`src/rtl/fetch_pkg.sv`:
```
package fetch_pkg;

   // Group and storage sizes
   localparam int FETCH_WIDTH = 3;
   localparam int BUF_DEPTH   = 8;
   localparam int BHT_ENTRIES = 16;
   localparam int BUF_PTR_W   = $clog2(BUF_DEPTH);
   localparam int BHT_IDX_W   = $clog2(BHT_ENTRIES);

   typedef logic [31:0]          addr_t;
   typedef logic [31:0]          instr_t;
   typedef logic [31:0]          imm_t;
   typedef logic [1:0]           ctr_t;    // Saturating branch counter
   typedef logic [6:0]           opcode_t;
   typedef logic [BUF_PTR_W-1:0] buf_ptr_t;
   typedef logic [BUF_PTR_W:0]   buf_cnt_t; // One extra bit so a full buffer fits
   typedef logic [BHT_IDX_W-1:0] bht_idx_t;

   localparam addr_t  RESET_PC  = 32'h0000_0000;
   localparam instr_t NOP_INSTR = 32'h0000_0013; // addi x0, x0, 0
   localparam ctr_t   CTR_INIT  = 2'd1;          // Weakly not taken

   // Opcodes with an immediate the front end cares about
   localparam opcode_t OPC_JAL    = 7'b1101111;
   localparam opcode_t OPC_JALR   = 7'b1100111;
   localparam opcode_t OPC_BRANCH = 7'b1100011;
   localparam opcode_t OPC_LUI    = 7'b0110111;
   localparam opcode_t OPC_AUIPC  = 7'b0010111;
   localparam opcode_t OPC_STORE  = 7'b0100011;
   localparam opcode_t OPC_LOAD   = 7'b0000011;
   localparam opcode_t OPC_OP_IMM = 7'b0010011;

endpackage
```
`src/rtl/fetch_bus_if.sv`:
```
`timescale 1ns/1ps

interface fetch_bus_if;
   import fetch_pkg::*;

   logic [FETCH_WIDTH-1:0] valid;      // One bit per slot
   addr_t                  pc    [FETCH_WIDTH];
   instr_t                 instr [FETCH_WIDTH];
   imm_t                   imm   [FETCH_WIDTH];
   logic [FETCH_WIDTH-1:0] pred_taken;
   logic                   ready;      // Room for a whole group

   modport producer (
      output valid, pc, instr, imm, pred_taken,
      input  ready
   );

   modport buffer (
      input  valid, pc, instr, imm, pred_taken,
      output ready
   );

endinterface

```
`src/rtl/fetch_top.sv`:
```
`timescale 1ns/1ps

module fetch_top (
   input  logic               clk,
   input  logic               reset,
   output fetch_pkg::addr_t   inst_addr_0_o,
   output fetch_pkg::addr_t   inst_addr_1_o,
   output fetch_pkg::addr_t   inst_addr_2_o,
   input  fetch_pkg::instr_t  instruction_0_i,
   input  fetch_pkg::instr_t  instruction_1_i,
   input  fetch_pkg::instr_t  instruction_2_i,
   input  logic               update_valid_i,
   input  fetch_pkg::addr_t   update_pc_i,
   input  logic               update_taken_i,
   input  logic               flush_i,
   input  fetch_pkg::addr_t   correct_pc_i,
   output logic               issue_valid_o,
   output fetch_pkg::addr_t   issue_pc_o,
   output fetch_pkg::instr_t  issue_instr_o,
   output fetch_pkg::imm_t    issue_imm_o,
   output logic               issue_pred_o,
   input  logic               issue_ready_i
);
   import fetch_pkg::*;

   addr_t  inst_addr   [FETCH_WIDTH];
   instr_t instruction [FETCH_WIDTH];

   logic   buf_valid;
   addr_t  buf_pc;
   instr_t buf_instr;
   imm_t   buf_imm;
   logic   buf_pred;
   logic   buf_pop;

   fetch_bus_if fb ();

   assign inst_addr_0_o  = inst_addr[0];
   assign inst_addr_1_o  = inst_addr[1];
   assign inst_addr_2_o  = inst_addr[2];
   assign instruction[0] = instruction_0_i;
   assign instruction[1] = instruction_1_i;
   assign instruction[2] = instruction_2_i;

   multi_fetch u_fetch (
      .clk            (clk),
      .reset          (reset),
      .inst_addr_o    (inst_addr),
      .instruction_i  (instruction),
      .flush_i        (flush_i),
      .correct_pc_i   (correct_pc_i),
      .update_valid_i (update_valid_i),
      .update_pc_i    (update_pc_i),
      .update_taken_i (update_taken_i),
      .fb             (fb.producer)
   );

   inst_buffer u_buffer (
      .clk         (clk),
      .reset       (reset),
      .flush_i     (flush_i),
      .fb          (fb.buffer),
      .out_valid_o (buf_valid),
      .out_pc_o    (buf_pc),
      .out_instr_o (buf_instr),
      .out_imm_o   (buf_imm),
      .out_pred_o  (buf_pred),
      .out_pop_i   (buf_pop)
   );

   issue_stage u_issue (
      .clk           (clk),
      .reset         (reset),
      .flush_i       (flush_i),
      .in_valid_i    (buf_valid),
      .in_pc_i       (buf_pc),
      .in_instr_i    (buf_instr),
      .in_imm_i      (buf_imm),
      .in_pred_i     (buf_pred),
      .in_pop_o      (buf_pop),
      .issue_ready_i (issue_ready_i),
      .issue_valid_o (issue_valid_o),
      .issue_pc_o    (issue_pc_o),
      .issue_instr_o (issue_instr_o),
      .issue_imm_o   (issue_imm_o),
      .issue_pred_o  (issue_pred_o)
   );

endmodule

```
`src/rtl/issue_stage.sv`:
```
`timescale 1ns/1ps

module issue_stage (
   input  logic               clk,
   input  logic               reset,
   input  logic               flush_i,
   input  logic               in_valid_i,
   input  fetch_pkg::addr_t   in_pc_i,
   input  fetch_pkg::instr_t  in_instr_i,
   input  fetch_pkg::imm_t    in_imm_i,
   input  logic               in_pred_i,
   output logic               in_pop_o,
   input  logic               issue_ready_i,
   output logic               issue_valid_o,
   output fetch_pkg::addr_t   issue_pc_o,
   output fetch_pkg::instr_t  issue_instr_o,
   output fetch_pkg::imm_t    issue_imm_o,
   output logic               issue_pred_o
);

   // Take a new entry when empty or when the current one leaves this edge
   assign in_pop_o = in_valid_i & (~issue_valid_o | issue_ready_i);

   always_ff @(posedge clk or negedge reset) begin
      if (!reset)
         issue_valid_o <= 1'b0;
      else if (flush_i)
         issue_valid_o <= 1'b0;
      else if (in_pop_o)
         issue_valid_o <= 1'b1;
      else if (issue_ready_i)
         issue_valid_o <= 1'b0;   // Drained with nothing behind it
   end

   always_ff @(posedge clk) begin
      if (in_pop_o) begin
         issue_pc_o    <= in_pc_i;
         issue_instr_o <= in_instr_i;
         issue_imm_o   <= in_imm_i;
         issue_pred_o  <= in_pred_i;
      end
   end

endmodule

```
`src/rtl/inst_buffer.sv`:
```
`timescale 1ns/1ps

module inst_buffer (
   input  logic                clk,
   input  logic                reset,
   input  logic                flush_i,
   fetch_bus_if.buffer         fb,
   output logic                out_valid_o,
   output fetch_pkg::addr_t    out_pc_o,
   output fetch_pkg::instr_t   out_instr_o,
   output fetch_pkg::imm_t     out_imm_o,
   output logic                out_pred_o,
   input  logic                out_pop_i
);
   import fetch_pkg::*;

   addr_t    pc_mem    [BUF_DEPTH];
   instr_t   instr_mem [BUF_DEPTH];
   imm_t     imm_mem   [BUF_DEPTH];
   logic     pred_mem  [BUF_DEPTH];

   buf_ptr_t head_q;
   buf_ptr_t tail_q;
   buf_cnt_t count_q;

   buf_ptr_t               wr_idx [FETCH_WIDTH];
   logic [FETCH_WIDTH-1:0] wr_en;
   buf_cnt_t               push_cnt;
   logic                   pop;

   // Only accept when a full group is guaranteed to fit
   assign fb.ready    = count_q <= buf_cnt_t'(BUF_DEPTH - FETCH_WIDTH);
   assign out_valid_o = count_q != '0;
   assign pop         = out_pop_i & out_valid_o;

   // Pack valid slots in order behind the tail
   always_comb begin
      push_cnt = '0;
      for (int i = 0; i < FETCH_WIDTH; i++) begin
         wr_en[i]  = fb.valid[i] & fb.ready;
         wr_idx[i] = tail_q + buf_ptr_t'(push_cnt);
         push_cnt  = push_cnt + buf_cnt_t'(wr_en[i]);
      end
   end

   always_ff @(posedge clk) begin
      for (int i = 0; i < FETCH_WIDTH; i++) begin
         if (wr_en[i]) begin
            pc_mem[wr_idx[i]]    <= fb.pc[i];
            instr_mem[wr_idx[i]] <= fb.instr[i];
            imm_mem[wr_idx[i]]   <= fb.imm[i];
            pred_mem[wr_idx[i]]  <= fb.pred_taken[i];
         end
      end
   end

   always_ff @(posedge clk or negedge reset) begin
      if (!reset) begin
         head_q  <= '0;
         tail_q  <= '0;
         count_q <= '0;
      end else if (flush_i) begin
         head_q  <= '0;
         tail_q  <= '0;
         count_q <= '0;
      end else begin
         head_q  <= head_q + buf_ptr_t'(pop);
         tail_q  <= tail_q + buf_ptr_t'(push_cnt);   // Pointers wrap on their own
         count_q <= count_q + push_cnt - buf_cnt_t'(pop);
      end
   end

   assign out_pc_o    = pc_mem[head_q];
   assign out_instr_o = instr_mem[head_q];
   assign out_imm_o   = imm_mem[head_q];
   assign out_pred_o  = pred_mem[head_q];

endmodule

```
`src/rtl/multi_fetch.sv`:
```
`timescale 1ns/1ps

module multi_fetch (
   input  logic                 clk,
   input  logic                 reset,
   output fetch_pkg::addr_t     inst_addr_o   [fetch_pkg::FETCH_WIDTH],
   input  fetch_pkg::instr_t    instruction_i [fetch_pkg::FETCH_WIDTH],
   input  logic                 flush_i,
   input  fetch_pkg::addr_t     correct_pc_i,
   input  logic                 update_valid_i,
   input  fetch_pkg::addr_t     update_pc_i,
   input  logic                 update_taken_i,
   fetch_bus_if.producer        fb
);
   import fetch_pkg::*;

   addr_t                  pc   [FETCH_WIDTH];
   imm_t                   imm  [FETCH_WIDTH];
   logic [FETCH_WIDTH-1:0] taken;
   logic [FETCH_WIDTH-1:0] slot_valid;

   for (genvar g = 0; g < FETCH_WIDTH; g++) begin : g_dec
      early_imm_decoder u_imm_dec (
         .instr_i (instruction_i[g]),
         .imm_o   (imm[g])
      );
   end

   branch_predictor u_bp (
      .clk            (clk),
      .reset          (reset),
      .pc_i           (pc),
      .instr_i        (instruction_i),
      .update_valid_i (update_valid_i),
      .update_pc_i    (update_pc_i),
      .update_taken_i (update_taken_i),
      .taken_o        (taken)
   );

   pc_ctrl u_pc_ctrl (
      .clk           (clk),
      .reset         (reset),
      .advance_i     (fb.ready),    // Stall whenever the buffer lacks room
      .taken_i       (taken),
      .imm_i         (imm),
      .redirect_i    (flush_i),
      .redirect_pc_i (correct_pc_i),
      .pc_o          (pc)
   );

   assign inst_addr_o = pc;

   // Drop every slot behind a predicted-taken one
   always_comb begin
      logic kill;
      kill = 1'b0;
      for (int i = 0; i < FETCH_WIDTH; i++) begin
         slot_valid[i] = ~kill;
         kill = kill | taken[i];
      end
   end

   always_ff @(posedge clk or negedge reset) begin
      if (!reset)
         fb.valid <= '0;
      else if (flush_i)
         fb.valid <= '0;
      else if (fb.ready)
         fb.valid <= slot_valid;
   end

   always_ff @(posedge clk) begin
      if (fb.ready) begin
         fb.pc         <= pc;
         fb.instr      <= instruction_i;
         fb.imm        <= imm;
         fb.pred_taken <= taken;
      end
   end

endmodule

```
`src/rtl/pc_ctrl.sv`:
```
`timescale 1ns/1ps

module pc_ctrl (
   input  logic                              clk,
   input  logic                              reset,
   input  logic                              advance_i,
   input  logic [fetch_pkg::FETCH_WIDTH-1:0] taken_i,
   input  fetch_pkg::imm_t                   imm_i [fetch_pkg::FETCH_WIDTH],
   input  logic                              redirect_i,
   input  fetch_pkg::addr_t                  redirect_pc_i,
   output fetch_pkg::addr_t                  pc_o  [fetch_pkg::FETCH_WIDTH]
);
   import fetch_pkg::*;

   addr_t base_q;
   addr_t next_pc;

   // Slots sit one word apart from the base
   always_comb begin
      for (int i = 0; i < FETCH_WIDTH; i++)
         pc_o[i] = base_q + addr_t'(4 * i);
   end

   // Walk from the last slot down so the first taken slot wins
   always_comb begin
      next_pc = base_q + addr_t'(4 * FETCH_WIDTH);
      for (int i = FETCH_WIDTH - 1; i >= 0; i--) begin
         if (taken_i[i])
            next_pc = pc_o[i] + imm_i[i];
      end
   end

   always_ff @(posedge clk or negedge reset) begin
      if (!reset)
         base_q <= RESET_PC;
      else if (redirect_i)
         base_q <= redirect_pc_i;   // Back end correction has priority
      else if (advance_i)
         base_q <= next_pc;
   end

endmodule

```
`src/rtl/branch_predictor.sv`:
```
`timescale 1ns/1ps

module branch_predictor (
   input  logic                                 clk,
   input  logic                                 reset,
   input  fetch_pkg::addr_t                     pc_i    [fetch_pkg::FETCH_WIDTH],
   input  fetch_pkg::instr_t                    instr_i [fetch_pkg::FETCH_WIDTH],
   input  logic                                 update_valid_i,
   input  fetch_pkg::addr_t                     update_pc_i,
   input  logic                                 update_taken_i,
   output logic [fetch_pkg::FETCH_WIDTH-1:0]    taken_o
);
   import fetch_pkg::*;

   ctr_t     bht_q [BHT_ENTRIES];
   bht_idx_t upd_idx;

   assign upd_idx = update_pc_i[BHT_IDX_W+1:2];

   // Per-slot decision, reads the table as it stood before this edge
   always_comb begin
      for (int i = 0; i < FETCH_WIDTH; i++) begin
         bht_idx_t rd_idx;
         rd_idx = pc_i[i][BHT_IDX_W+1:2];
         if (instr_i[i][6:0] == OPC_JAL)
            taken_o[i] = 1'b1;             // JAL always taken
         else if (instr_i[i][6:0] == OPC_BRANCH)
            taken_o[i] = bht_q[rd_idx][1];
         else
            taken_o[i] = 1'b0;             // JALR and the rest fall through
      end
   end

   always_ff @(posedge clk or negedge reset) begin
      if (!reset) begin
         for (int i = 0; i < BHT_ENTRIES; i++)
            bht_q[i] <= CTR_INIT;
      end else if (update_valid_i) begin
         if (update_taken_i && bht_q[upd_idx] != 2'b11)
            bht_q[upd_idx] <= bht_q[upd_idx] + 2'd1;
         else if (!update_taken_i && bht_q[upd_idx] != 2'b00)
            bht_q[upd_idx] <= bht_q[upd_idx] - 2'd1;
      end
   end

endmodule

```
`src/rtl/early_imm_decoder.sv`:
```
`timescale 1ns/1ps

module early_imm_decoder (
   input  fetch_pkg::instr_t instr_i,
   output fetch_pkg::imm_t   imm_o
);
   import fetch_pkg::*;

   opcode_t opcode;

   assign opcode = instr_i[6:0];

   always_comb begin
      case (opcode)
         // U format, upper 20 bits
         OPC_LUI, OPC_AUIPC:
            imm_o = {instr_i[31:12], 12'b0};
         OPC_JAL:
            imm_o = {{12{instr_i[31]}}, instr_i[19:12], instr_i[20],
                     instr_i[30:21], 1'b0};
         OPC_BRANCH:
            imm_o = {{20{instr_i[31]}}, instr_i[7], instr_i[30:25],
                     instr_i[11:8], 1'b0};
         OPC_STORE:
            imm_o = {{21{instr_i[31]}}, instr_i[30:25], instr_i[11:7]};
         // I format
         OPC_JALR, OPC_LOAD, OPC_OP_IMM:
            imm_o = {{21{instr_i[31]}}, instr_i[30:20]};
         default:
            imm_o = '0; // R-type and anything without an immediate
      endcase
   end

endmodule

```
`config.mk`:
```
export PLATFORM = sky130hd
export DESIGN_NAME = fetch_top
export DESIGN_NICKNAME = d
export VERILOG_FILES = /design/src/rtl/fetch_pkg.sv /design/src/rtl/fetch_bus_if.sv /design/src/rtl/fetch_top.sv /design/src/rtl/issue_stage.sv /design/src/rtl/inst_buffer.sv /design/src/rtl/multi_fetch.sv /design/src/rtl/pc_ctrl.sv /design/src/rtl/branch_predictor.sv /design/src/rtl/early_imm_decoder.sv
export SDC_FILE = /design/constraint.sdc
export NUM_CORES = 2
export LEC_CHECK = 0
export BUFFER_PORTS_ARGS = -buffer_cell sky130_fd_sc_hd__buf_2
export CAP_MARGIN = 20
export CORE_MARGIN = 2
export CORE_UTILIZATION = 45
export CTS_BUF_LIST = sky130_fd_sc_hd__clkbuf_4 sky130_fd_sc_hd__clkbuf_8
export DETAILED_ROUTE_END_ITERATION = 8
export MAX_ROUTING_LAYER = met4
export PLACE_DENSITY_LB_ADDON = 0.15
export RECOVER_POWER = 25
export SLEW_MARGIN = 40
export SYNTH_ARGS = -nofsm -noshare
export SYNTH_HDL_FRONTEND = slang
export SYNTH_SLANG_ARGS = --single-unit
```
`constraint.sdc`:
```
create_clock -name clk -period 9.87 [get_ports clk]
set_input_delay 0.4935 -clock clk [delete_from_list [all_inputs] [get_ports clk]]
set_output_delay 0.4935 -clock clk [all_outputs]
set_load 0.05 [all_outputs]
```
# ---- Word level (Yosys, flattened, before mapping)
# Memories as Yosys holds them, arrays and structs flattened. A register that Yosys moved wholly into a read port is not among the register bits.
# Index checks and enable logic that the tools add are counted.
dict set report word_totals {
  ff_bits 369
  latchBits 0
  mem_bits_rw 776
  rom_bits 0
  inputBits 166
  out_inout_bits 194
  elab_cells 159
  mem_count 4
}
dict set report op_classes {
  addsub 16
  mul 0
  div_mod_pow 0
  order_cmp 6
  eq_ne 25
  shifts 0
  n_mux 46
  n_bitwise 14
  n_reduce_logical 16
}
# memory words word_bits rd rd_ports_with_merged_regs write_ports line
set memory_table {}
lappend memory_table {u_buffer.imm_mem 8 32 1 1 3 inst_buffer.sv:19} ;# imm_t imm_mem [BUF_DEPTH];
lappend memory_table {u_buffer.instr_mem 8 32 1 1 3 inst_buffer.sv:18} ;# instr_t instr_mem [BUF_DEPTH];
lappend memory_table {u_buffer.pc_mem 8 32 1 1 3 inst_buffer.sv:17} ;# addr_t pc_mem [BUF_DEPTH];
lappend memory_table {u_buffer.pred_mem 8 1 1 1 3 inst_buffer.sv:20} ;# logic pred_mem [BUF_DEPTH];
# op n
set ops {}
lappend ops {{$pmux 32 s5} 3}
lappend ops {{$mux 32} 7}
lappend ops {{$add 32x32->32} 3}
lappend ops {{$add 32x4->32 const B} 2}
lappend ops {{$bwmux 32} 2}
lappend ops {{$eq 7x7->1 const B} 9}
lappend ops {{$eq 7x5->1 const B} 6}
lappend ops {{$eq 7x6->1 const B} 6}
lappend ops {{$add 32x3->32 const B} 1}
lappend ops {{$bmux 2 s4} 4}
lappend ops {{$eq 7x2->1 const B} 3}
lappend ops {{$ge 5x5->1 const B} 4}
lappend ops {{$not 4->5} 4}
lappend ops {{$mux 2} 9}
lappend ops {{$mux 1} 15}
lappend ops {{$mux 3} 4}
lappend ops {{$reduce_or 3->1} 3}
lappend ops {{$demux 2 s4} 1}
lappend ops {{$add 3x1->3} 2}
lappend ops {{$add 3x3->3} 2}
lappend ops {{$reduce_bool 2->1} 3}
lappend ops {{$reduce_or 2->1} 3}
lappend ops {{$and 1x1->1} 5}
lappend ops {{$lt 5x1->1 const B} 1}
lappend ops {{other kinds (16)} 21}

# ---- Logic depth before layout (Yosys ltp)
dict set report logic_depth {
  word_depth 12
  ltp_mapped 20
  ltp_nobuf 18
}

# ---- Cells and area by module
# A second synthesis with hierarchy kept.
dict set report hier_totals {
  cells_unflattened 7598
  hier_area_um2 74889.3
}
# module n_inst cells_per_inst area_each_um2 seq_area_each_um2
set modules_own_cells {}
lappend modules_own_cells {inst_buffer 1 5587 50717.4 23552.6}
lappend modules_own_cells {multi_fetch 1 302 8862.2 8813.5}
lappend modules_own_cells {pc_ctrl 1 1219 8698.3 800.8}
lappend modules_own_cells {issue_stage 1 102 2972.9 2937.8}
lappend modules_own_cells {branch_predictor 1 190 2234.6 820.8}
lappend modules_own_cells {early_imm_decoder 3 66 467.9 0.0}

# ---- Worst setup path before layout
# No wires, ideal clock.
dict set report synth_path {
  path_kind {reg2reg}
  from {reg u_buffer.count_q[2]}
  to {mem u_buffer.imm_mem[1][0] (netlist bit), enable pin}
  setup_ns 0.578
  arrival_ns 6.425
  required_time_ns 9.292
  slack_ns 2.867
  path_stages_with_launch 12
  path_buffers 0
  synth_period_minus_slack_ns 7.003
  path_cell_list {dfrtp_1 -> ha_1 -> nand2_1 -> a22o_1 -> inv_1 -> nand2_1 -> inv_1 -> ha_1 -> ha_1 -> xnor2_1 -> nand2_1 -> o211ai_1}
}
# item line
set synth_lines {}
lappend synth_lines {{from (decl)} inst_buffer.sv:24} ;# buf_cnt_t count_q;
lappend synth_lines {{from (signal assigned)} inst_buffer.sv:69} ;# count_q <= count_q + push_cnt - buf_cnt_t'(pop);
lappend synth_lines {{to (decl)} inst_buffer.sv:19}

==> results by stage <==
CTS:
- The clock drives 1,237 sinks.
- The maximum root-to-sink buffer count is 3.
- The CTS clock-pin slew for the worst setup and hold paths is 60 ps.
- TritonCTS created 215 clock buffers.
- The buffer type at the clock tree root is clkbuf_8.
- The clock tree from TritonCTS is done.
- The number of H-tree branching levels is 4.
- The post-cts resize count is 0.
- The clock reaches the later pin of the worst-skew pair after 1020 ps.

Routing:
- For this block, the via count after detailed routing is 52,459.
- In the routed design, unresolved DRC markers number 0.
- After detailed routing, the average wire length per cell comes to 32.2 um.
- The number of optimization iterations in the first detailed-route pass is 6.
- The detail route stage leaves a number of antenna-violating nets equal to 0.
- The DRC violation total after the first TritonRoute iteration is 6,658.
- The total detailed-routing wirelength is 269 mm.
- The number of vias per cell after detailed routing is 6.27.

Synth:
- The portion of the post-synthesis area used by sequential elements is 52.6%.
- Ranked by total cell area, the synthesized netlist is headed by edfxtp_1 (50%), mux2i_1 (11%), mux4_2 (7.0%), o21ai_0 (4.0%), nand2_1 (3.5%).
- The count of flip-flops with a built-in enable after synthesis is 1,159.
- The Yosys step of the flow raised 0 warnings.
- The share of flip-flops with an asynchronous set or reset after synthesis is 6.31%.
- The biggest area consumer among synthesized cells is edfxtp_1.
- The number of nets in the synthesized netlist is 6,279.
- In this run, synthesis produced a sequential element count of 1,237.
- The post-synthesis cell area is 69,900 um2.
- The most frequently used flop master after synthesis is edfxtp_1.
- The number of different library cells used by synthesis comes to 84.
- Dividing the synthesized area by the synthesized cell count gives 11.7 um2.
- In this run the biggest area consumer among cell types represents 49.8% of the synthesized area.
- The cell count after synthesis is 5,991.

Timing:
- The number of pins exceeding their max-slew limit in the final report is 460.
- Hold timing on the final database bottoms out at a slack of 136 ps.
- The clock arrives with 71.6 ps of skew.
- Dividing the final minimum period by the clock period gives 75.2%.
- At the pin with the least slew margin, the transition time is 5670 ps.
- The hold violation total from the final report is 0.
- For the finished layout, the period the worst path requires is 7420 ps.
- The final-report setup violation count is 0.
- The worst relative slew slack is -278%.
- The top achievable clock speed is 135 MHz.
- Setup repair after global routing left no endpoint under its margin.
- For the final routed database, the setup TNS stands at 0 ps.

Placement:
- The routability congestion estimate is 1.00.
- The placed wire-length estimate is 172 mm.
- The number of buffers added on ports is 331.

Floorplan:
- The floorplan has 144 rows.
- The starting density of the core is 45.3%.
- The area of the core is 154,000 um2.
- The floorplan step set the die height to 398 um.
- The horizontal die dimension is 398 um.
- In this run the count of I/O pins placed on the die edge is 360.
- The floorplan step defined a die boundary enclosing 159,000 um2.

Critical path:
- The signal on the critical path passes through dlymetal6s4s_1, mux4_2, mux2_2.
- The critical path launch point is u_buffer.head_q[0].
- The maximum net fanout on the critical path is 69.
- For the worst flop-to-flop path, the logic depth is 3.
- In this run the critical register-to-register path is captured at u_issue.issue_pc_o[8].
- The critical path launch point type is a register.
- The worst setup path is captured at a register.
- The largest individual stage delay along the critical path comes from the cell dlymetal6s4s_1.
- The largest stage delay on the critical path is 4140 ps.
- The internal reg-to-reg setup slack is 2450 ps.
- The data required time at the worst endpoint is 10,580 ps.
- STA puts the critical path data arrival time at 8130 ps.
- In this run the critical register-to-register path is launched from u_buffer.head_q[0].
- The category of the critical setup timing path is reg2reg.

Global routing:
- The initial antenna violation count came to 20.
- Entering global routing, the biggest net connects 143 pins.
- Global routing finished with a remaining overflow of 0.
- The via count of the first global-routing pass is 49,853.
- For this run, the total global-route usage over all layers was measured as 34.5%.
- The first global-routing pass estimated 375 mm of wire.

Run:
- Across the run, the number of max-cap violations was 12.

Finish:
- From synthesis to final layout, the design area changed by 11.6%.
- Leaving out fill and tap cells, the most frequent cells in the layout are edfxtp_1 (1,159), mux2i_1 (757), nand2_1 (641).
- The fraction of final layout cells with drive strength greater than 1 is 15.2%.
- The library cell used most frequently in the layout, excluding fill and tap cells, is edfxtp_1.
- After the last flow step, the layout net total stands at 6,418.

Worst hold path:
- The number of cells on the worst hold path is 3.
- The worst min-delay path class is in2reg.
- The worst hold path begins at update_pc_i[3].

Power and ir drop:
- The maximum vdd drop is 0.268 mV.
- The power per cell area is 337 nW/um2.
- The analysis attributes to cell leakage a power of 29.1 nW.

Run status:
- The final reports fail on max-capacitance violations, max-slew violations.
- The flow ran to the end, but the final reports show violations.
where the power goes:
group / switching (mW) / leakage (nW) / total (mW) / internal, mW
Sequential: 1.78 / 12.0 / 10.6 / 8.83
Combinational: 7.27 / 14.9 / 10.9 / 3.63
Clock: 2.31 / 2.26 / 4.78 / 2.47
Total: 11.4 / 29.1 / 26.3 / 14.9
sequential cells by signal (all words and copies together) (netlist names), 8 cells and up, named ones only:
register,count
u_fetch.u_pc_ctrl.base_q,32
u_buffer.instr_mem,256
u_buffer.imm_mem,256
u_issue.issue_instr_o,32
u_fetch.fb.instr,96
u_fetch.fb.imm,96
u_fetch.u_bp.bht_q,16
u_fetch.fb.pc,91
u_issue.issue_imm_o,32
u_buffer.pc_mem,256
u_buffer.pred_mem,8
u_issue.issue_pc_o,32
worst max-delay path: cells and delay by family, from the launching register on:
family                 cells  cell delay (ps)
buffers and inverters      1             4140
muxes                      2             1220
DFF                        1             1560
cell usage after synthesis, types with 18 or more instances:
cell	n
o21ai_0	561
and2_1	26
mux4_2	216
nor3_1	39
ha_1	115
buf_4	99
a31oi_1	26
a211oi_1	27
and3_1	18
inv_1	46
clkbuf_1	437
mux2_2	122
mux2i_1	757
nor2b_1	32
buf_2	47
nor2_1	436
nand3_1	45
dfrtp_1	62
o21a_1	19
a21oi_1	410
buf_1	92
a21o_1	101
edfxtp_1	1159
o211ai_1	18
o21ai_1	19
xor2_1	74
xnor2_1	93
nand2_1	650
nand4_1	24
stage by stage:
step / total power, mW / instance area (um2) / setup WS [ps] / instances / utilization [%]
floorplan: 17.7 / 69900 / 2870 / 5991 / -
global placement: 21.2 / 72400 / 3790 / 7808 / 47.0
detailed placement: 21.4 / 72800 / 3790 / 7814 / 47.2
CTS: 26.3 / 78400 / 3410 / 8348 / 50.9
global route: 27.4 / 78000 / 1740 / 8363 / 50.6
finish: 26.3 / 78100 / 2450 / 8367 / 50.6
worst max-delay path by stage:
stage / end / slack (ps) / depth (start not counted)
after floorplan: u_buffer.imm_mem[1][0] / 2870 / 11
after global placement: u_fetch.u_pc_ctrl.base_q[31] / 3790 / 16
after detailed placement: u_fetch.u_pc_ctrl.base_q[31] / 3790 / 16
after CTS: u_fetch.u_pc_ctrl.base_q[23] / 3410 / 16
after global routing: u_issue.issue_pc_o[8] / 1740 / 3
final: u_issue.issue_pc_o[8] / 2450 / 3
layout make-up:
class | instances | area [um2]
Timing Repair Buffer | 604 | 4010
Clock buffer | 284 | 3480
Tap cell | 2044 | 2560
Clock inverter | 112 | 769
Antenna cell | 14 | 35.0
Sequential cell | 1237 | 36800
Multi-Input combinational cell | 4023 | 30200
Inverter | 49 | 191
Fill cell | 13649 | 76200
layer usage:
layer | vias up | global-route usage (%) | wire length, um
met3 | 566 | 7.22 | 28900
met1 | 26247 | 47.4 | 110000
li1 | 22420 | - | -
met5 | - | - | 0
met2 | 3226 | 49.4 | 117000
met4 | 0 | 14.9 | 13200
kinds of logic (layout without fill, tap and decap cells):
logic type / Yosys count / after routing / synth area share, %
buffers and inverters: 731 / 1049 / 4.57
other: 0 / 14 / 0
AO/OA/AOI/OAI: 1297 / 1297 / 10.6
XOR/XNOR: 167 / 167 / 2.09
adder cells (fa/ha/maj): 122 / 122 / 2.26
AND/OR/NAND/NOR: 1341 / 1341 / 8.10
multiplexers: 1096 / 1096 / 19.8
flip-flops: 1237 / 1237 / 52.6
repair_timing:
action	4_1_cts	5_1_grt
endpoints found under the setup margin	0	0
hold endpoints to repair	210	0
buffers inserted	0	0
hold buffers	138	0
No activity file was read; power rests on OpenSTA's default activity.
